File: src/hdl/spc700_pkg.sv
package spc700_pkg;

	// ==============================
	// Bus and reset
	// ==============================

	localparam int addr_width = 16; // Program address width.
	localparam int data_width = 8;  // Byte bus width.

	localparam logic [addr_width-1:0] reset_pc = 16'h0000; // First fetch address.

	// Bus phase ring bit indexes, one-hot.
	localparam int phase_master = 0; // Address driven.
	localparam int phase_wait   = 1; // Memory lookup.
	localparam int phase_result = 2; // Read data valid.

	// ==============================
	// Status word
	// ==============================

	localparam int flag_c = 0; // Carry.
	localparam int flag_z = 1; // Zero.
	localparam int flag_i = 2; // Interrupt enable.
	localparam int flag_h = 3; // Half carry.
	localparam int flag_b = 4; // Break, never set here.
	localparam int flag_p = 5; // Direct page.
	localparam int flag_v = 6; // Overflow.
	localparam int flag_n = 7; // Negative.

	localparam logic [7:0] mask_nz    = (8'd1 << flag_n) | (8'd1 << flag_z);
	localparam logic [7:0] mask_nzc   = mask_nz | (8'd1 << flag_c);
	localparam logic [7:0] mask_nvhzc = mask_nzc | (8'd1 << flag_v) | (8'd1 << flag_h);

	// ==============================
	// Opcode layout
	// ==============================

	// Column codes of the XXX_YYY_ZZ split, all in set 0.
	localparam logic [2:0] col_status = 3'b000; // Flag set and clear.
	localparam logic [2:0] col_imm    = 3'b010; // Accumulator immediate ops.
	localparam logic [2:0] col_branch = 3'b100; // Relative branches.

	localparam logic [7:0] op_cpx = 8'b110_010_00; // Immediate slot without X register.

	typedef enum logic [2:0] {
		alu_or,
		alu_and,
		alu_eor,
		alu_add,
		alu_sub,
		alu_cmp,
		alu_pass
	} alu_op_t;

	// One opcode byte, seen either whole or as row, column and set.
	typedef union packed {
		logic [7:0] raw;
		struct packed {
			logic [2:0] row;    // Operation, or flag for branches.
			logic [2:0] column; // Instruction group.
			logic [1:0] set;    // Column set.
		} fields;
	} opcode_t;

endpackage

File: src/hdl/spc700_alu.sv
`timescale 1ns/1ps

module spc700_alu (
	input  logic [spc700_pkg::data_width-1:0] reg_a,
	input  logic [spc700_pkg::data_width-1:0] operand,
	input  logic                              carry_in,
	input  spc700_pkg::alu_op_t               alu_op,
	output logic [spc700_pkg::data_width-1:0] result,
	output logic [7:0]                        flags
);
	logic       subtract;  // SBC or CMP.
	logic [7:0] addend;    // Operand, inverted for subtract.
	logic       add_carry; // Carry into bit 0.
	logic [8:0] sum;       // Carry out in bit 8.
	logic [4:0] low_sum;   // Carry out of bit 3 in bit 4.
	logic       overflow;  // Signed overflow of the adder.

	// ==============================
	// Shared adder
	// ==============================

	assign subtract  = (alu_op == spc700_pkg::alu_sub) || (alu_op == spc700_pkg::alu_cmp);
	assign addend    = subtract ? ~operand : operand;
	assign add_carry = (alu_op == spc700_pkg::alu_cmp) ? 1'b1 : carry_in; // CMP ignores C.

	assign sum      = {1'b0, reg_a} + {1'b0, addend} + {8'd0, add_carry};
	assign low_sum  = {1'b0, reg_a[3:0]} + {1'b0, addend[3:0]} + {4'd0, add_carry};
	assign overflow = (reg_a[7] == addend[7]) && (sum[7] != reg_a[7]);

	// ==============================
	// Result select
	// ==============================

	always_comb begin
		case (alu_op)
			spc700_pkg::alu_or:  result = reg_a | operand;
			spc700_pkg::alu_and: result = reg_a & operand;
			spc700_pkg::alu_eor: result = reg_a ^ operand;
			spc700_pkg::alu_add,
			spc700_pkg::alu_sub,
			spc700_pkg::alu_cmp: result = sum[7:0];
			default:             result = operand; // LDA.
		endcase
	end

	// Flags in status positions. Decoder mask picks the ones that apply.
	always_comb begin
		flags                     = 8'h00;
		flags[spc700_pkg::flag_n] = result[7];
		flags[spc700_pkg::flag_z] = (result == 8'h00);
		flags[spc700_pkg::flag_v] = overflow;
		flags[spc700_pkg::flag_h] = low_sum[4];
		flags[spc700_pkg::flag_c] = sum[8]; // Set means no borrow on subtract.
		flags[spc700_pkg::flag_b] = 1'b0;
		flags[spc700_pkg::flag_p] = 1'b0;
		flags[spc700_pkg::flag_i] = 1'b0;
	end

endmodule

File: src/hdl/spc700_core.sv
`timescale 1ns/1ps

module spc700_core (
	input  logic                                clock,
	input  logic                                reset,
	output logic [spc700_pkg::addr_width-1:0]   ram_address,
	input  logic [spc700_pkg::data_width-1:0]   ram_read,
	output logic                                halted,
	output logic [spc700_pkg::data_width-1:0]   reg_a,
	output logic [spc700_pkg::data_width-1:0]   psw
);
	// ==============================
	// Internal wires
	// ==============================

	logic       needs_operand;  // Opcode has a second byte.
	logic       is_branch;      // Opcode is a relative branch.
	logic       illegal;        // Opcode not supported.
	logic [2:0] branch_flag;    // Status bit tested by the branch.
	logic       branch_if_set;  // Branch polarity.
	logic       opcode_valid;   // Opcode byte on ram_read.
	logic [7:0] operand;        // Latched immediate or offset.
	logic       exec;           // Commit strobe.

	spc700_pkg::alu_op_t alu_op;
	logic       write_a;        // Result goes to A.
	logic       flags_from_alu; // Status from ALU, else constant.
	logic [7:0] status_mask;    // Status bits to update.
	logic [7:0] status_value;   // Constant for flag instructions.
	logic [7:0] alu_result;
	logic [7:0] alu_flags;

	spc700_sequencer i_sequencer (
		.clock, .reset,
		.ram_read, .psw,
		.needs_operand, .is_branch, .illegal,
		.branch_flag, .branch_if_set,
		.ram_address,
		.opcode_valid, .operand,
		.exec, .halted
	);

	spc700_decoder i_decoder (
		.clock, .reset,
		.ram_read, .opcode_valid,
		.needs_operand, .is_branch, .illegal,
		.branch_flag, .branch_if_set,
		.alu_op, .write_a, .flags_from_alu,
		.status_mask, .status_value
	);

	spc700_alu i_alu (
		.reg_a, .operand,
		.carry_in (psw[spc700_pkg::flag_c]), // ADC and SBC carry.
		.alu_op,
		.result   (alu_result),
		.flags    (alu_flags)
	);

	spc700_registers i_registers (
		.clock, .reset, .exec,
		.write_a, .result (alu_result),
		.flags_from_alu, .alu_flags,
		.status_mask, .status_value,
		.reg_a, .psw
	);

endmodule

File: src/hdl/spc700_decoder.sv
`timescale 1ns/1ps

module spc700_decoder (
	input  logic                              clock,
	input  logic                              reset,
	input  logic [spc700_pkg::data_width-1:0] ram_read,
	input  logic                              opcode_valid,
	output logic                              needs_operand,
	output logic                              is_branch,
	output logic                              illegal,
	output logic [2:0]                        branch_flag,
	output logic                              branch_if_set,
	output spc700_pkg::alu_op_t               alu_op,
	output logic                              write_a,
	output logic                              flags_from_alu,
	output logic [7:0]                        status_mask,
	output logic [7:0]                        status_value
);
	spc700_pkg::opcode_t opcode;

	// Next control word, latched on opcode_valid.
	spc700_pkg::alu_op_t d_alu_op;
	logic       d_write_a;
	logic       d_flags_from_alu;
	logic [7:0] d_status_mask;
	logic [7:0] d_status_value;
	logic [2:0] d_branch_flag;
	logic       d_branch_if_set;

	assign opcode = ram_read;

	// ==============================
	// Combinational decode
	// ==============================

	always_comb begin
		needs_operand    = 1'b0;
		is_branch        = 1'b0;
		illegal          = 1'b0;
		d_alu_op         = spc700_pkg::alu_pass;
		d_write_a        = 1'b0;
		d_flags_from_alu = 1'b0;
		d_status_mask    = 8'h00;
		d_status_value   = 8'h00;
		d_branch_flag    = 3'(spc700_pkg::flag_n);
		d_branch_if_set  = 1'b0;

		if (opcode.fields.set != 2'b00 || opcode.raw == spc700_pkg::op_cpx) begin
			illegal = 1'b1; // Other sets and CPX are not kept.
		end else begin
			case (opcode.fields.column)
				spc700_pkg::col_status: begin
					case (opcode.fields.row)
						3'd1, 3'd2: d_status_mask[spc700_pkg::flag_p] = 1'b1; // CLP, SEP.
						3'd3, 3'd4: d_status_mask[spc700_pkg::flag_c] = 1'b1; // CLC, SEC.
						3'd5, 3'd6: d_status_mask[spc700_pkg::flag_i] = 1'b1; // CLI, SEI.
						3'd7:       d_status_mask[spc700_pkg::flag_v] = 1'b1; // CLV.
						default:    d_status_mask = 8'h00;                     // NOP.
					endcase
					// Even rows set the bit.
					if (!opcode.fields.row[0]) d_status_value = d_status_mask;
				end

				spc700_pkg::col_branch: begin
					needs_operand = 1'b1;
					is_branch     = 1'b1;
					case (opcode.fields.row[2:1])
						2'd0:    d_branch_flag = 3'(spc700_pkg::flag_n);
						2'd1:    d_branch_flag = 3'(spc700_pkg::flag_v);
						2'd2:    d_branch_flag = 3'(spc700_pkg::flag_c);
						default: d_branch_flag = 3'(spc700_pkg::flag_z);
					endcase
					d_branch_if_set = opcode.fields.row[0]; // Odd rows branch on set.
				end

				spc700_pkg::col_imm: begin
					needs_operand    = 1'b1;
					d_flags_from_alu = 1'b1;
					d_write_a        = 1'b1;
					d_status_mask    = spc700_pkg::mask_nz;
					case (opcode.fields.row)
						3'd0: d_alu_op = spc700_pkg::alu_or;
						3'd1: d_alu_op = spc700_pkg::alu_and;
						3'd2: d_alu_op = spc700_pkg::alu_eor;
						3'd3: begin
							d_alu_op      = spc700_pkg::alu_cmp;
							d_write_a     = 1'b0; // Compare only.
							d_status_mask = spc700_pkg::mask_nzc;
						end
						3'd4: begin
							d_alu_op      = spc700_pkg::alu_add;
							d_status_mask = spc700_pkg::mask_nvhzc;
						end
						3'd5: begin
							d_alu_op      = spc700_pkg::alu_sub;
							d_status_mask = spc700_pkg::mask_nvhzc;
						end
						default: d_alu_op = spc700_pkg::alu_pass; // LDA.
					endcase
				end

				default: illegal = 1'b1;
			endcase
		end
	end

	// ==============================
	// Execute control word
	// ==============================

	always_ff @(posedge clock) begin
		if (reset) begin
			alu_op         <= spc700_pkg::alu_pass;
			write_a        <= 1'b0;
			flags_from_alu <= 1'b0;
			status_mask    <= 8'h00;
			status_value   <= 8'h00;
			branch_flag    <= 3'd0;
			branch_if_set  <= 1'b0;
		end else if (opcode_valid) begin
			alu_op         <= d_alu_op;
			write_a        <= d_write_a;
			flags_from_alu <= d_flags_from_alu;
			status_mask    <= d_status_mask;
			status_value   <= d_status_value;
			branch_flag    <= d_branch_flag;
			branch_if_set  <= d_branch_if_set;
		end
	end

	a_illegal_no_operand: assert property (@(posedge clock) disable iff (reset)
		opcode_valid |-> !(illegal && needs_operand));

endmodule

File: src/hdl/spc700_registers.sv
`timescale 1ns/1ps

module spc700_registers (
	input  logic                              clock,
	input  logic                              reset,
	input  logic                              exec,
	input  logic                              write_a,
	input  logic [spc700_pkg::data_width-1:0] result,
	input  logic                              flags_from_alu,
	input  logic [7:0]                        alu_flags,
	input  logic [7:0]                        status_mask,
	input  logic [7:0]                        status_value,
	output logic [spc700_pkg::data_width-1:0] reg_a,
	output logic [spc700_pkg::data_width-1:0] psw
);
	logic [7:0] new_flags; // Source of updated status bits.

	assign new_flags = flags_from_alu ? alu_flags : status_value;

	// ==============================
	// Accumulator and status word
	// ==============================

	always_ff @(posedge clock) begin
		if (reset) begin
			reg_a <= 8'h00;
			psw   <= 8'h00;
		end else if (exec) begin
			if (write_a) begin
				reg_a <= result;
			end
			// Masked bits take the new value, the rest hold.
			psw <= (psw & ~status_mask) | (new_flags & status_mask);
		end
	end

	a_psw_exec_only: assert property (@(posedge clock) disable iff (reset)
		!exec |=> $stable(psw));

endmodule

File: src/hdl/spc700_sequencer.sv
`timescale 1ns/1ps

module spc700_sequencer (
	input  logic                              clock,
	input  logic                              reset,
	input  logic [spc700_pkg::data_width-1:0] ram_read,
	input  logic [spc700_pkg::data_width-1:0] psw,
	input  logic                              needs_operand,
	input  logic                              is_branch,
	input  logic                              illegal,
	input  logic [2:0]                        branch_flag,
	input  logic                              branch_if_set,
	output logic [spc700_pkg::addr_width-1:0] ram_address,
	output logic                              opcode_valid,
	output logic [spc700_pkg::data_width-1:0] operand,
	output logic                              exec,
	output logic                              halted
);
	logic [2:0] phase;        // One-hot bus phase ring.
	logic fetching_operand;   // Current slot reads the operand byte.
	logic branch_pending;     // Instruction in flight is a branch.
	logic result_edge;        // Live result phase.
	logic branch_taken;       // Flag matches polarity.
	logic [spc700_pkg::addr_width-1:0] next_address; // Sequential fetch.
	logic [spc700_pkg::addr_width-1:0] branch_target; // After offset plus offset.

	// ==============================
	// Bus phase ring
	// ==============================

	always_ff @(posedge clock) begin
		if (reset) begin
			phase <= 3'b000;
			phase[spc700_pkg::phase_master] <= 1'b1; // First cycle is master.
		end else begin
			phase <= {phase[1:0], phase[2]}; // Master, wait, result.
		end
	end

	assign result_edge  = phase[spc700_pkg::phase_result] & ~halted;
	assign opcode_valid = result_edge & ~fetching_operand;

	// ==============================
	// Address and branch
	// ==============================

	assign next_address = ram_address + 16'd1;

	// Offset byte is on ram_read at the operand result edge.
	assign branch_target = next_address +
		{{(spc700_pkg::addr_width - spc700_pkg::data_width){ram_read[7]}}, ram_read};

	assign branch_taken = branch_pending & (psw[branch_flag] == branch_if_set);

	// ==============================
	// Instruction state machine
	// ==============================

	always_ff @(posedge clock) begin
		if (reset) begin
			ram_address      <= spc700_pkg::reset_pc;
			fetching_operand <= 1'b0;
			branch_pending   <= 1'b0;
			exec             <= 1'b0;
			halted           <= 1'b0;
		end else begin
			exec <= 1'b0; // One-cycle strobe.
			if (result_edge) begin
				if (!fetching_operand) begin
					if (illegal) begin
						halted <= 1'b1; // Address stays frozen from here.
					end else begin
						ram_address      <= next_address;
						fetching_operand <= needs_operand;
						branch_pending   <= is_branch;
						exec             <= ~needs_operand; // One-slot instruction done.
					end
				end else begin
					fetching_operand <= 1'b0;
					ram_address      <= branch_taken ? branch_target : next_address;
					exec             <= 1'b1;
				end
			end
		end
	end

	// Immediate or branch offset, held through exec.
	always_ff @(posedge clock) begin
		if (result_edge && fetching_operand) begin
			operand <= ram_read;
		end
	end

	// ==============================
	// Checks
	// ==============================

	a_phase_onehot: assert property (@(posedge clock) disable iff (reset)
		$onehot(phase));

	// Address may only move on the edge that opens a slot.
	a_address_slot: assert property (@(posedge clock) disable iff (reset)
		!$stable(ram_address) |-> phase[spc700_pkg::phase_master]);

	a_exec_master: assert property (@(posedge clock) disable iff (reset)
		exec |-> phase[spc700_pkg::phase_master]);

endmodule

File: config.mk
export PLATFORM = sky130hd
export DESIGN_NAME = spc700_core
export DESIGN_NICKNAME = d
export VERILOG_FILES = /design/src/hdl/spc700_pkg.sv /design/src/hdl/spc700_alu.sv /design/src/hdl/spc700_core.sv /design/src/hdl/spc700_decoder.sv /design/src/hdl/spc700_registers.sv /design/src/hdl/spc700_sequencer.sv
export SDC_FILE = /design/constraint.sdc
export NUM_CORES = 1
export LEC_CHECK = 0
export BUFFER_PORTS_ARGS = -buffer_cell sky130_fd_sc_hd__buf_2
export CAP_MARGIN = 20
export CORE_ASPECT_RATIO = 2
export CORE_MARGIN = 2
export CORE_UTILIZATION = 61
export CTS_CLUSTER_DIAMETER = 60
export DETAILED_ROUTE_END_ITERATION = 10
export GPL_TIMING_DRIVEN = 0
export PLACE_DENSITY = 0.81
export REMOVE_ABC_BUFFERS = 1
export SYNTH_ARGS = -nofsm -noshare
export SYNTH_HDL_FRONTEND = slang
export SYNTH_HIERARCHICAL = 1
export SYNTH_SLANG_ARGS = --single-unit
File: constraint.sdc
create_clock -name clock -period 4.7 [get_ports clock]
set_input_delay 0.94 -clock clock [delete_from_list [all_inputs] [get_ports clock]]
set_output_delay 0.94 -clock clock [all_outputs]
set_load 0.02 [all_outputs]
After elaboration in Yosys (flattened, before gate mapping)
Index checks and enable logic that the tools add are counted.
{"block": "totals", "register_bits": 72, "in_bits": 10, "output_inout_bits": 33, "elab_cells": 124}
{"block": "op_classes", "addsub": 6, "magnitude_cmp": 1, "eq_ne": 21, "mux": 42, "bitwise_logic": 16, "n_reduce_logical": 22}
{"operator": "2-to-1 mux 16 bit", "n": 3}
{"operator": "2-to-1 mux 8 bit", "n": 5}
{"operator": "case mux 8 bit (4 select lines)", "n": 1}
{"operator": "bitwise AND 8 bit", "n": 3}
{"operator": "2-to-1 mux 1 bit", "n": 23}
{"operator": "== test 3 bit, second input constant", "n": 7}
{"operator": "case mux 3 bit (6 select lines)", "n": 1}
{"operator": "adder 16 x 1 -> 16 bit, second input constant", "n": 1}
{"operator": "adder 16 bit", "n": 1}
{"operator": "inverter 8 bit", "n": 2}
{"operator": "OR 8 bit", "n": 2}
{"operator": "case mux 8 bit (2 select lines)", "n": 1}
{"operator": "== test 3 x 2 -> 1 bit, second input constant", "n": 5}
{"operator": "case mux 7 bit (2 select lines)", "n": 1}
{"operator": "2-to-1 mux 3 bit", "n": 4}
{"operator": "OR reduction 2 bit", "n": 6}
{"operator": "adder 8 x 8 -> 9 bit", "n": 1}
{"operator": "adder 9 x 1 -> 9 bit", "n": 1}
{"operator": "logical NOT 3 bit", "n": 3}
{"operator": "case mux 3 bit (3 select lines)", "n": 1}
{"operator": "== test 8 bit, second input constant", "n": 1}
{"operator": "logical NOT 8 bit", "n": 1}
{"operator": "XOR 8 bit", "n": 1}
{"operator": "2-to-1 mux 7 bit", "n": 1}
{"operator": "19 further kinds", "n": 32}

Longest topological paths before layout
Gate-level depths: netlist of run 1.
{"block": "depth", "word_depth": 10, "mapped_depth": 15, "depth_no_buf": 13}

Modules after synthesis
The synthesis of run 1 kept the hierarchy.
{"mod": "spc700_sequencer", "n_inst": 1, "cells_each": 278, "area_each_um2": 2383.5, "seq_area_each_um2": 700.7}
{"mod": "spc700_alu", "n_inst": 1, "cells_each": 156, "area_each_um2": 1119.8, "seq_area_each_um2": 0.0}
{"mod": "spc700_decoder", "n_inst": 1, "cells_each": 93, "area_each_um2": 904.6, "seq_area_each_um2": 360.3}
{"mod": "spc700_registers", "n_inst": 1, "cells_each": 71, "area_each_um2": 725.7, "seq_area_each_um2": 320.3}

Worst setup path after synthesis of run 1
OpenSTA, ideal clock, no wires.
{"block": "synth_timing", "path_kind": "register -> register", "start": "register i_sequencer/ram_address[0] (netlist bit)", "end": "register i_sequencer/ram_address[15] (netlist bit)", "setup_ps": 124, "arrival_ps": 3328, "required_time_ps": 4576, "setup_slack_ps": 1247, "path_stages_with_launch": 16, "path_buffers": 2, "period_less_slack_ps": 3453, "cell_sequence": "dfxtp_1 ha_1 nand3_1 or3_1 clkbuf_1 nor2_1 xor2_1 ha_1 and2_1 clkbuf_1 a21oi_1 nor2_1 a21oi_1 o221ai_1 a21boi_0 a2111o_1"}
{"block": "synth_between", "elab_chain_len": 4, "word_cells_on_any_way": 5, "classes_between": "2 x add/sub; 3 x mux"}
{"item": "from (decl)", "line_no": "spc700_sequencer.sv:13", "rtl": "output logic [spc700_pkg::addr_width-1:0] ram_address,"}
{"item": "from (signal assigned)", "line_no": "spc700_sequencer.sv:61", "rtl": "ram_address <= spc700_pkg::reset_pc;"}
{"item": "from (signal assigned)", "line_no": "spc700_sequencer.sv:73", "rtl": "ram_address <= next_address;"}
{"item": "from (signal assigned)", "line_no": "spc700_sequencer.sv:80", "rtl": "ram_address <= branch_taken ? branch_target : next_address;"}
{"item": "adder 16 x 1 -> 16 bit *", "line_no": "spc700_sequencer.sv:47", "rtl": "assign next_address = ram_address + 16'd1;"}
{"item": "adder 16 bit", "line_no": "spc700_sequencer.sv:50", "rtl": "assign branch_target = next_address +"}
{"item": "2-to-1 mux 16 bit", "line_no": "spc700_sequencer.sv:80"}
{"item": "2-to-1 mux 16 bit *", "line_no": "spc700_sequencer.sv:69", "rtl": "if (!fetching_operand) begin"}
Mark *: on every way between the ends. The rest lies on a longest branch, timed or not. The select of a mux whose other input is x is not followed.
A chain may end at the register's enable or synchronous reset.

==> results of run 1 <==
layer usage:
metal | GRT usage [%] | up-vias | wire (um)
li1 | - | 2208 | -
met3 | 5.32 | 52 | 609
met4 | 17.4 | 0 | 541
met1 | 29.9 | 2183 | 4550
met2 | 52.7 | 170 | 7290
met5 | 0 | - | 0
power by group through the flow:
stage	logic, mW	registers (mW)	clock network (mW)
2_1_floorplan	0.0503	0.582	0
3_3_place_gp	0.0831	0.582	0
3_5_place_dp	0.0862	0.583	0
4_1_cts	0.0866	0.570	0.626
5_1_grt	0.0964	0.570	0.645
6_report	0.0888	0.570	0.612
final timing paths:
kind,from,to,slack [ns],depth (start not counted)
worst max-delay path,i_decoder/alu_op[2]$_SDFFE_PP1P_,flip-flop,0.64,14
worst min-delay path,i_sequencer/phase[1]$_SDFF_PP0_,i_sequencer/phase[2]$_SDFF_PP0_,0.45,1
worst max register to register,i_decoder/alu_op[2]$_SDFFE_PP1P_,flip-flop,0.64,14
worst min register to register,i_sequencer/phase[1]$_SDFF_PP0_,i_sequencer/phase[2]$_SDFF_PP0_,0.45,1
repair_timing:
item                       CTS  global route
gates resized for setup      0             1
setup endpoints to repair    0             1
buffers inserted             0             0
cells in the final DEF (no fill, tap or decap), types with 5 or more instances in the layout:
cell	synthesis	routed
sky130_fd_sc_hd__a31oi_1	7	7
sky130_fd_sc_hd__o21a_1	5	5
sky130_fd_sc_hd__and2_1	6	6
sky130_fd_sc_hd__ha_1	46	46
sky130_fd_sc_hd__conb_1	2	8
sky130_fd_sc_hd__a21bo_2	8	8
sky130_fd_sc_hd__nor2b_1	10	10
sky130_fd_sc_hd__inv_1	28	28
sky130_fd_sc_hd__dfxtp_1	57	56
sky130_fd_sc_hd__a22oi_1	7	7
sky130_fd_sc_hd__xor2_1	14	14
sky130_fd_sc_hd__mux2i_1	13	13
sky130_fd_sc_hd__nor2_1	27	27
sky130_fd_sc_hd__nand2b_1	11	11
sky130_fd_sc_hd__a311oi_1	10	10
sky130_fd_sc_hd__and3_1	7	7
sky130_fd_sc_hd__clkbuf_16	0	9
sky130_fd_sc_hd__nand2_1	39	39
sky130_fd_sc_hd__o211ai_1	5	5
sky130_fd_sc_hd__edfxtp_1	8	8
sky130_fd_sc_hd__a21o_1	9	9
sky130_fd_sc_hd__nor3_1	13	13
sky130_fd_sc_hd__a211oi_1	8	8
sky130_fd_sc_hd__xnor2_1	25	25
sky130_fd_sc_hd__nand3_1	22	22
sky130_fd_sc_hd__a21oi_1	55	55
sky130_fd_sc_hd__o21ai_0	35	35
sky130_fd_sc_hd__a22o_1	10	10
sky130_fd_sc_hd__buf_2	7	42
metrics by stage:
stage	total power, mW	util [%]	worst slack, ns
after detailed placement	0.669	63.7	0.0588
after CTS	1.28	66.9	0.0492
after global placement	0.665	63.4	0.153
after global routing	1.31	67.2	0.237
final	1.27	67.2	0.644
after floorplan	0.632	-	0.972
worst max-delay path: stages, from the launching register on:
cell and delay, ns:
sky130_fd_sc_hd__dfxtp_2 0.57, sky130_fd_sc_hd__nor2b_1 0.40, sky130_fd_sc_hd__buf_4 0.27, sky130_fd_sc_hd__xnor2_1 0.16, sky130_fd_sc_hd__fa_1 0.25, sky130_fd_sc_hd__inv_1 0.07, sky130_fd_sc_hd__fa_1 0.50, sky130_fd_sc_hd__inv_1 0.05
sky130_fd_sc_hd__a22oi_1 0.18, sky130_fd_sc_hd__o221ai_2 0.15, sky130_fd_sc_hd__or3_1 0.41, sky130_fd_sc_hd__nor3_1 0.24, sky130_fd_sc_hd__nor4b_2 0.30, sky130_fd_sc_hd__mux2i_1 0.13, sky130_fd_sc_hd__a311oi_1 0.28
cells by family (layout without fill, tap and decap cells):
| kind of cell | after synthesis | in the layout | share of synthesized area (%) |
|---|---|---|---|
| simple gates | 165 | 165 | 17.2 |
| compound gates | 187 | 187 | 24.5 |
| other cells | 2 | 8 | 0.146 |
| fa+ha+maj | 50 | 50 | 12.6 |
| xor+xnor | 39 | 39 | 6.65 |
| buf+inv | 71 | 91 | 7.38 |
| flops | 65 | 65 | 26.9 |
| mux | 19 | 19 | 4.70 |
layout make-up:
class	instances	area [sq um]
clock buffer	10	229
clock inverter	6	41.3
fill	723	2700
inverter	29	109
multi-input combinational	468	3400
sequential	65	1380
tap	98	123
timing repair buffer	46	255
Yosys cell counts, types with 3 or more instances:
library cell and n:
sky130_fd_sc_hd__dfxtp_1 57, sky130_fd_sc_hd__buf_4 17, sky130_fd_sc_hd__o21ai_0 35, sky130_fd_sc_hd__edfxtp_1 8, sky130_fd_sc_hd__inv_1 28, sky130_fd_sc_hd__a22oi_1 7, sky130_fd_sc_hd__a311oi_1 10, sky130_fd_sc_hd__nor3_1 13
sky130_fd_sc_hd__clkbuf_1 10, sky130_fd_sc_hd__nor3b_1 4, sky130_fd_sc_hd__a21oi_1 55, sky130_fd_sc_hd__a21bo_2 8, sky130_fd_sc_hd__nor2b_1 10, sky130_fd_sc_hd__o31ai_1 4, sky130_fd_sc_hd__buf_2 7, sky130_fd_sc_hd__nand3b_1 3
sky130_fd_sc_hd__buf_6 5, sky130_fd_sc_hd__o211ai_1 5, sky130_fd_sc_hd__mux2i_1 13, sky130_fd_sc_hd__nor4b_1 3, sky130_fd_sc_hd__ha_1 46, sky130_fd_sc_hd__xnor2_1 25, sky130_fd_sc_hd__a21o_1 9, sky130_fd_sc_hd__nand2b_1 11
sky130_fd_sc_hd__nand3_1 22, sky130_fd_sc_hd__or3_1 4, sky130_fd_sc_hd__and4_1 3, sky130_fd_sc_hd__and3_1 7, sky130_fd_sc_hd__o21a_1 5, sky130_fd_sc_hd__nor2_1 27, sky130_fd_sc_hd__xor2_1 14, sky130_fd_sc_hd__o22ai_1 3
sky130_fd_sc_hd__and2_1 6, sky130_fd_sc_hd__a31oi_1 7, sky130_fd_sc_hd__a211oi_1 8, sky130_fd_sc_hd__fa_1 3, sky130_fd_sc_hd__nand2_1 39, sky130_fd_sc_hd__a22o_1 10
==> results, run 1 <==
- The shortest period the worst path allows is 4.06 ns.
- The final number of setup-violating endpoints is 0.
- Global routing finished with a remaining overflow of 0.
- The finished layout cell area is 5540 sq um.
- The height of the die is 134 um.
- The final worst hold slack is 0.451 ns.
- The net switching component of the power is 0.317 mW.
- The H-tree depth is 3.
- The unique cell type count in the Yosys netlist is 73.
- The Yosys step of the flow raised 6 warnings.
- The headroom to the max-slew limit is 42.1%.
- TritonCTS built the clock tree.
- The floorplan row count is 47.
- The initial antenna violation count was 0.
- In this run the clock root is driven by a sky130_fd_sc_hd__clkbuf_16.
- The startpoint kind of the worst setup timing path is a flip-flop.
- The fraction of final layout cells sized beyond drive strength 1 is 13.8%.
- The horizontal die dimension is 68.9 um.
- For this run, the number of standard cells in the final layout without fillers is 722.
- The synthesis-to-layout area growth is 7.82%.
- The cell area after placement is 5240 sq um.
- Entering global routing, the biggest net connects 46 pins.
- The antenna cell count is 0.
- In this run the deepest clock path goes through 2 buffers.
- Net switching is 24.9% of the power.
- The share of power burned in combinational logic is 7.0%.
- The post-synthesis instance area is 5130 sq um.
- In this run the power density over the cells is 230 nW/um^2.
- The hold buffer count at CTS is 0.
- The final total negative setup slack is 0 ns.
- Once the floorplan was initialized, standard cells occupied 62.4% of the core.
- IR analysis of the VDD net gives a maximum drop of 0.176 mV.
- Synthesis inferred 65 register bits.
- The synthesized design spends more area on one cell type than any other, namely sky130_fd_sc_hd__dfxtp_1.
- The total die area is 9210 sq um.
- At the end of routability-driven placement, the weighted congestion stood at 0.894.
- The total of buffers placed on input and output ports is 42.
- Once detail routing completed, the nets flagged for antenna violations numbered 0.
- In this run the static leakage power is 2.27 nW.
- STA classifies the critical path endpoint as a flip-flop.
- The count of endpoints failing hold in the final timing report is 0.
- The setup clock skew after layout is 0.0114 ns.
- The total global-route track usage is 29.4%.
- Yosys mapped a number of flops with a built-in enable equal to 8.
- The core outline area is 8230 sq um.
- The run finished with clean final reports.
- Per report_power, the sequential group accounts for 44.9% of the total.
- The number of DRC violations after detailed routing is 0.
- TritonCTS created 9 clock buffers.
- The via count of the first global-routing pass was 4470.
- The first global-routing pass estimated 20.6 mm of wire.
- Synthesis produced a netlist whose cell count is 598.
- Counting tap cells, the placed design contains a total of 704 instances.
- The detailed-routing iteration count for the pre-antenna-repair pass is 5.
- The classification of the worst setup path is flip-flop to flip-flop.
- In the final design database the tool counted 678 nets.
- Of the synthesized area, sequential elements account for 26.9%.
- The fraction of post-synthesis cell area in the top cell type by area is 22.2%.
- The clock network accounts for 48.1% of the total power.
- For the pin with the worst max-slew slack, the measured transition is 0.868 ns.
- The detailed router finished its first iteration with 302 violations.
- The final routed wirelength across all metal layers is 13.0 mm.
- Counting flops with an async set or reset pin after synthesis yields a share of 0%.
- The worst min-delay path category is flip-flop to flip-flop.
- The via density per instance is 6.39.
- The fmax is 247 MHz.
- The internal portion of the total power is 0.954 mW.
- The number of vias after detailed routing is 4613.
- After clock tree synthesis, the clock-pin slew on the worst setup and hold paths is 0.06 ns.
- The data arrival at the endpoint of the critical path is 4.29 ns.
- STA puts the critical path data required time at 4.93 ns.
- The number of pins exceeding their max-slew limit in the final report came to 0.
- The highest fanout seen on the critical path is 21.
- The wire length per cell is 18.0 um.
- Once detailed placement completed, the half-perimeter wirelength came to 9.43 mm.
- The total I/O pin count is 43.
- Yosys attributes the largest share of cell area to sky130_fd_sc_hd__dfxtp_1, sky130_fd_sc_hd__ha_1, sky130_fd_sc_hd__a21oi_1.
- The period utilization is 86.3%.
- Setup repair after global routing left no endpoint under its margin.
- The clock latency at the later pin of the worst-skew pair is 0.33 ns.
- The number of maximum-capacitance constraint violations is 0.
- The clock sink total is 65.
- The main flop type after synthesis is sky130_fd_sc_hd__dfxtp_1.
- The mean instance size in the synthesized netlist is 8.58 sq um.
Power figures use the tool's default switching activity.
==> run 2, diff against run 1 <==
PLACE_DENSITY = 0.92   (was 0.81)
==> run 2 against run 1 <==
Compared with the run above: worst hold slack lost 0.0065 ns; clock skew shrank 0.0044 ns; wire length grew 5.9%; non-clock buffer count shrank 1; first-iteration DRC count grew 37%; maximum frequency shrank 5.9%; cell area grew 0.41%; global-route usage grew 1.9 points; sequential power is essentially flat.
==> results, run 2 (same netlist as run 1, synthesis figures left out) <==
- The flow ran to the end, and the final reports show no timing, DRC or antenna violations.
- The clock transition at the register clock pins on the worst setup and hold paths after CTS is 0.05 ns (about the same).
- The buffer cell driving the clock tree root is sky130_fd_sc_hd__clkbuf_16.
- The power density of the placed cells is 233 nW/um^2 (+1.5%).
- The met1 wire length is 4.83 mm (+6.3%).
- The sequential fraction of design power is 44.0% (-0.9 points).
- The maximum clock path buffer count is 2 (unchanged).
- The hold buffer count at CTS came to 0 (unchanged).
- The final worst hold slack is 0.445 ns (-0.00651 ns).
- STA classifies the critical path endpoint as a flip-flop.
- The most common cell after layout, fill and taps aside is sky130_fd_sc_hd__dfxtp_1.
- The detailed-routing iteration count for the pre-antenna-repair pass came to 7 (+2).
- The highest fanout seen on the critical path is 21 (unchanged).
- The met3 routed wirelength is 665 um (+9.2%).
- The height of the die is 134 um (unchanged).
- The via count of the first global-routing pass is 4727 (+5.7%).
- The proportion of total power due to net switching is 24.3% (-0.62 points).
- The total clock buffers created by CTS came to 9 (unchanged).
- The worst min-delay path category is flip-flop to flip-flop.
- The placer's final routability congestion estimate was 0.972 (+8.7%).
- The number of vias after detailed routing is 4833 (+4.8%).
- The power share of the clock group is 48.9% (+0.8 points).
- The leakage power figure came to 2.29 nW (+0.88%).
- The endpoint required time on the critical path is 4.92 ns (about the same).
- The wire length of the first global-routing pass is 22.0 mm (+7.2%).
- The remaining global-route overflow is 0 (unchanged).
- The period utilization was 91.7% (+5.5 points).
- The register-to-register setup slack was 0.39 ns (-0.26 ns).
- The total half-perimeter wirelength after legalization and detailed placement is 9.64 mm (+2.3%).
- The number of maximum-capacitance constraint violations is 0 (unchanged).
- The via density per instance is 6.71 (+5.1%).
- The core occupancy in the finished layout is 67.5% (+0.27 points).
- The wire length per cell is 19.1 um (+6.1%).
- The worst ir drop on vdd is 0.169 mV (-4.1%).
- The fmax came to 232 MHz (-5.9%).
- The shortest period the worst path allows is 4.31 ns (+0.256 ns).
- The number of DRC violations after detailed routing is 0 (unchanged).
- The count of endpoints failing hold in the final timing report is 0 (unchanged).
- The antenna cell count is 0 (unchanged).
- The total of buffers placed on input and output ports came to 42 (unchanged).
- The floorplan row count is 47 (unchanged).
- The headroom to the max-slew limit came to 39.0% (-3.2 points).
- The setup path with the least slack is of type flip-flop to flip-flop.
- The core outline area is 8230 sq um (unchanged).
- The data arrival at the endpoint of the critical path came to 4.54 ns (+0.25 ns).
- The fraction of final layout cells sized beyond drive strength 1 came to 13.7% (-0.12 points).
- Setup repair after global routing left no endpoint under its margin.
- The fill cell total of the finished layout came to 641 (-11%).
- The transition at the pin with the smallest max-transition slack is 0.915 ns (+0.0473 ns).
- The clock sink total came to 65 (unchanged).
- The number of pins exceeding their max-slew limit in the final report is 0 (unchanged).
- The area growth from synthesis to layout is 8.26%.
- The clock latency at the later pin of the worst-skew pair was 0.33 ns (about the same).
- The detailed-routed wire length on met2 is 7.45 mm (+2.2%).
- The net switching component of the power is 0.315 mW (-0.64%).
- The setup clock skew after layout is 0.00706 ns (-0.00438 ns).
- The total global-route track usage came to 31.4% (+1.9 points).
- The maximum number of pins on one net before global-route repair is 46 (unchanged).
- The horizontal die dimension is 68.9 um (unchanged).
- The startpoint kind of the worst setup timing path is a flip-flop.
- The H-tree depth is 3 (unchanged).
- The final routed wirelength across all metal layers is 13.7 mm (+5.9%).
- The total I/O pin count was 43 (unchanged).
- In this run the top signal layer used is met4.
- The initial core utilization is 62.4% (unchanged).
- The final number of setup-violating endpoints is 0 (unchanged).
- The count of instances resized after the clock tree is built came to 1 (+1).
- The internal power is 0.981 mW (+2.8%).
- The share of power burned in combinational logic is 7.1% (about the same).
- The initial antenna violation count came to 0 (unchanged).
- In the layout the commonest cells are sky130_fd_sc_hd__dfxtp_1, sky130_fd_sc_hd__a21oi_1, sky130_fd_sc_hd__ha_1.
- The number of antenna-violating nets in the routed design was 0 (unchanged).
- The total die area is 9210 sq um (unchanged).
- The TritonCTS clock tree is built.
- The DRC violation total after the first TritonRoute iteration was 414 (+37%).
- The number of nets at the end of the flow was 677 (-0.15%).
- The number of setup buffers added after CTS is 0 (unchanged).
run 2: cell types whose count changed in the layout (fill, tap and decap cells not counted), sizes merged:
cell	delta
buf	-1
clkinvlp	-1
run 2: worst paths after layout:
kind                                          from                         endpoint  cells after the start
setup / recovery  i_decoder/alu_op[2]$_SDFFE_PP1P_                        flip-flop                     13
hold / removal     i_sequencer/phase[1]$_SDFF_PP0_  i_sequencer/phase[2]$_SDFF_PP0_                      1
setup reg to reg  i_decoder/alu_op[2]$_SDFFE_PP1P_                        flip-flop                     13
hold reg to reg    i_sequencer/phase[1]$_SDFF_PP0_  i_sequencer/phase[2]$_SDFF_PP0_                      1
run 2: layout make-up:
class	instances	area, sq um	area share, %
inverters	29	109	1.96
multi-input cells	468	3400	61.2
well taps	98	123	2.21
clock buffers	10	250	4.50
flip-flops and latches	65	1380	24.9
clock inverters	5	27.5	0.495
repair buffers	45	264	4.75
run 2: layer usage:
| layer | vias to the layer above | global-route usage, % |
|---|---|---|
| li1 | 2212 | - |
| met1 | 2313 | 32.9 |
| met2 | 226 | 55.6 |
| met3 | 82 | 4.65 |
| met4 | 0 | 18.8 |
| met5 | - | 0 |
run 2: power groups by stage:
stage / clock network [mW] / logic [mW] / registers (mW)
global placement: 0 / 0.0817 / 0.582
CTS: 0.638 / 0.0883 / 0.570
detailed placement: 0 / 0.0861 / 0.582
floorplan: 0 / 0.0503 / 0.582
global route: 0.665 / 0.0993 / 0.570
finish: 0.633 / 0.0919 / 0.570
run 2: critical path, cell delays in order (launching register included):
cell	delay (ns)
sky130_fd_sc_hd__dfxtp_1	0.81
sky130_fd_sc_hd__nor2b_4	0.53
sky130_fd_sc_hd__xnor2_1	0.20
sky130_fd_sc_hd__fa_1	0.28
sky130_fd_sc_hd__inv_1	0.08
sky130_fd_sc_hd__fa_1	0.52
sky130_fd_sc_hd__inv_1	0.05
sky130_fd_sc_hd__a22oi_1	0.22
sky130_fd_sc_hd__o221ai_2	0.16
sky130_fd_sc_hd__or3_1	0.39
sky130_fd_sc_hd__nor3_1	0.25
sky130_fd_sc_hd__nor4b_2	0.28
sky130_fd_sc_hd__mux2i_1	0.11
sky130_fd_sc_hd__a311oi_1	0.31
run 2: stage by stage:
stage	cells	setup slack, ns	setup TNS (ns)	total power [mW]	area, sq um
5_1_grt	720	0.210	0	1.33	5560
4_1_cts	719	0.264	0	1.30	5530
6_report	720	0.388	0	1.30	5560
3_5_place_dp	704	-0.0133	-0.0133	0.668	5250
2_1_floorplan	562	0.972	0	0.632	4890
3_3_place_gp	702	0.246	0	0.664	5220
==> run 3, diff against run 2 <==
PLACE_DENSITY = 0.85   (was 0.92)
==> run 3 against run 2 <==
Compared with the run above: power up 3.7%; utilization up 0.26 points; first-iteration DRC count up 4.6%; sequential power about the same; cell area up 0.38%; worst hold slack better by 0.0099 ns; wire length down 5.1%; critical path depth up 1; setup slack worse by 0.0087 ns; count of clock-buffer cells in the layout down 1; critical path type unchanged; clock power up 7.9%; flip-flop and latch count unchanged.
==> results, run 3 (same netlist as run 1, synthesis figures left out) <==
- The remaining global-route overflow was 0 (unchanged).
- The maximum number of pins on one net before global-route repair is 46 (unchanged).
- The period utilization came to 91.9% (+0.19 points).
- The via density per instance is 6.40 (-4.6%).
- The clock transition at the register clock pins on the worst setup and hold paths after CTS came to 0.06 ns (about the same).
- The number of vias after detailed routing is 4624 (-4.3%).
- The final worst hold slack is 0.455 ns (+0.00993 ns).
- The setup clock skew after layout is 0.00441 ns (-0.00265 ns).
- The total half-perimeter wirelength after legalization and detailed placement is 9.50 mm (-1.5%).
- The total die area is 9210 sq um (unchanged).
- The number of antenna-violating nets in the routed design is 0 (unchanged).
- The worst reg2reg path depth came to 14 (+1).
- The count of instances resized after the clock tree is built was 0 (-1).
- The shortest period the worst path allows is 4.32 ns (+0.00873 ns).
- The wire length of the first global-routing pass is 20.7 mm (-5.9%).
- Setup repair after global routing left no endpoint under its margin.
- The via count of the first global-routing pass is 4524 (-4.3%).
- The DRC violation total after the first TritonRoute iteration is 433 (+4.6%).
- The power density of the placed cells is 241 nW/um^2 (+3.3%).
- The initial antenna violation count is 0 (unchanged).
- The maximum clock path buffer count is 2 (unchanged).
- The total area of multi-input combinational cells was 3400 sq um (-0.22%).
- The fmax is 231 MHz (-0.20%).
- The clock latency at the later pin of the worst-skew pair is 0.33 ns (about the same).
- The total chip power came to 1.34 mW (+3.7%).
- The wire length per cell is 18.1 um (-5.4%).
- The total global-route track usage is 29.5% (-1.8 points).
- The headroom to the max-slew limit came to 38.2% (-0.75 points).
- The horizontal die dimension is 68.9 um (unchanged).
- From synthesis to final layout, the design area changed by 8.68%.
- The placer's final routability congestion estimate came to 0.978 (+0.60%).
- The clock sink total came to 65 (unchanged).
- The highest fanout seen on the critical path is 21 (unchanged).
- The final number of setup-violating endpoints is 0 (unchanged).
- The total I/O pin count is 43 (unchanged).
- The number of setup buffers added after CTS is 0 (unchanged).
- The number of maximum-capacitance constraint violations was 0 (unchanged).
- The detailed-routing iteration count for the pre-antenna-repair pass is 5 (-2).
- The leakage power figure is 2.29 nW (about the same).
- STA classifies the critical path startpoint as a flip-flop.
- The height of the die was 134 um (unchanged).
- The antenna cell count is 0 (unchanged).
- In the layout the commonest cells are sky130_fd_sc_hd__dfxtp_1, sky130_fd_sc_hd__a21oi_1, sky130_fd_sc_hd__ha_1.
- The count of endpoints failing hold in the final timing report was 0 (unchanged).
- The final routed wirelength across all metal layers is 13.0 mm (-5.1%).
- The TritonCTS clock tree is built.
- The data arrival at the endpoint of the critical path is 4.56 ns (+0.02 ns).
- The tree is rooted in a sky130_fd_sc_hd__clkbuf_16.
- The core outline area is 8230 sq um (unchanged).
- The fraction of final layout cells sized beyond drive strength 1 came to 13.8% (+0.12 points).
- The transition at the pin with the smallest max-transition slack is 0.927 ns (+0.0113 ns).
- The final total negative setup slack is 0 ns (unchanged).
- The footprint of the flip-flops and latches was 1380 sq um (unchanged).
- The total clock buffers created by CTS is 9 (unchanged).
- The worst min-delay path category is flip-flop to flip-flop.
- The total of buffers placed on input and output ports is 42 (unchanged).
- The H-tree depth is 3 (unchanged).
- The worst setup path is captured at a flip-flop.
- The number of nets at the end of the flow came to 678 (+0.15%).
- The initial core utilization is 62.4% (unchanged).
- The critical path is of the flip-flop to flip-flop type.
- The flow ran to the end, and the final reports show no timing, DRC or antenna violations.
- The number of DRC violations after detailed routing is 0 (unchanged).
- The number of pins exceeding their max-slew limit in the final report was 0 (unchanged).
- The floorplan row count is 47 (unchanged).
- The worst hold path cell count came to 1 (unchanged).
- The worst ir drop on vdd is 0.185 mV (+9.3%).
- The hold buffer count at CTS is 0 (unchanged).
- The endpoint required time on the critical path is 4.94 ns (+0.02 ns).
- The most common cell after layout, fill and taps aside is sky130_fd_sc_hd__dfxtp_1.
- The fill cell total of the finished layout came to 655 (+2.2%).
-- run 3: cell count changes in the layout (fill, tap and decap cells not counted) --
cell                         before  now
sky130_fd_sc_hd__clkinv_2         3    1
sky130_fd_sc_hd__clkinv_4         0    2
sky130_fd_sc_hd__inv_4            2    0
sky130_fd_sc_hd__inv_6            0    2
sky130_fd_sc_hd__buf_4            0    1
sky130_fd_sc_hd__buf_6            1    2
sky130_fd_sc_hd__buf_8            1    0
sky130_fd_sc_hd__bufinv_16        0    1
sky130_fd_sc_hd__clkbuf_16       10    9
sky130_fd_sc_hd__clkinvlp_4       0    1
sky130_fd_sc_hd__nor2b_1          9   10
sky130_fd_sc_hd__nor2b_4          1    0
-- run 3: layout make-up --
| class | count | area share (%) |
|---|---|---|
| multi-input cells | 468 | 60.9 |
| inverters | 29 | 1.95 |
| repair buffers | 46 | 4.80 |
| clock buffers | 9 | 4.04 |
| clock inverters | 7 | 1.39 |
| flip-flops and latches | 65 | 24.8 |
| well taps | 98 | 2.20 |
-- run 3: worst paths after layout --
check | from | slack [ns] | to
hold reg to reg | i_sequencer/phase[1]$_SDFF_PP0_ | 0.45 | i_sequencer/phase[2]$_SDFF_PP0_
hold / removal | i_sequencer/phase[1]$_SDFF_PP0_ | 0.45 | i_sequencer/phase[2]$_SDFF_PP0_
setup reg to reg | i_decoder/alu_op[2]$_SDFFE_PP1P_ | 0.38 | flip-flop
setup / recovery | i_decoder/alu_op[2]$_SDFFE_PP1P_ | 0.38 | flip-flop
-- run 3: metrics by stage --
stage | util [%] | setup WS (ns) | instance area (sq um) | cells
2_1_floorplan | - | 0.972 | 4890 | 562
3_3_place_gp | 63.4 | 0.0994 | 5220 | 702
3_5_place_dp | 63.7 | 0.0601 | 5240 | 704
4_1_cts | 67.3 | 0.0386 | 5540 | 720
5_1_grt | 67.8 | 0.148 | 5580 | 722
6_report | 67.8 | 0.379 | 5580 | 722
-- run 3: critical path, stage by stage, from the launching register on --
cell	delay, ns
sky130_fd_sc_hd__dfxtp_1	0.77
sky130_fd_sc_hd__nor2b_1	0.42
sky130_fd_sc_hd__buf_4	0.27
sky130_fd_sc_hd__xnor2_1	0.16
sky130_fd_sc_hd__fa_1	0.25
sky130_fd_sc_hd__inv_1	0.07
sky130_fd_sc_hd__fa_1	0.50
sky130_fd_sc_hd__inv_1	0.05
sky130_fd_sc_hd__a22oi_1	0.20
sky130_fd_sc_hd__o221ai_2	0.15
sky130_fd_sc_hd__or3_1	0.38
sky130_fd_sc_hd__nor3_1	0.31
sky130_fd_sc_hd__nor4b_2	0.30
sky130_fd_sc_hd__mux2i_1	0.13
sky130_fd_sc_hd__a311oi_1	0.27
-- run 3: power by group --
part           total (mW)  internal (mW)  switching, mW
clock network       0.683          0.415          0.268
logic              0.0898         0.0309         0.0589
registers           0.570          0.566        0.00475
total                1.34           1.01          0.331
-- run 3: layer usage --
metal,track usage (%),share of wire (%),vias up
li1,-,-,2214
met1,29.8,36,2206
met2,53.8,55,154
met3,4.48,4.0,50
met4,17.0,4.4,0
met5,0,0,-
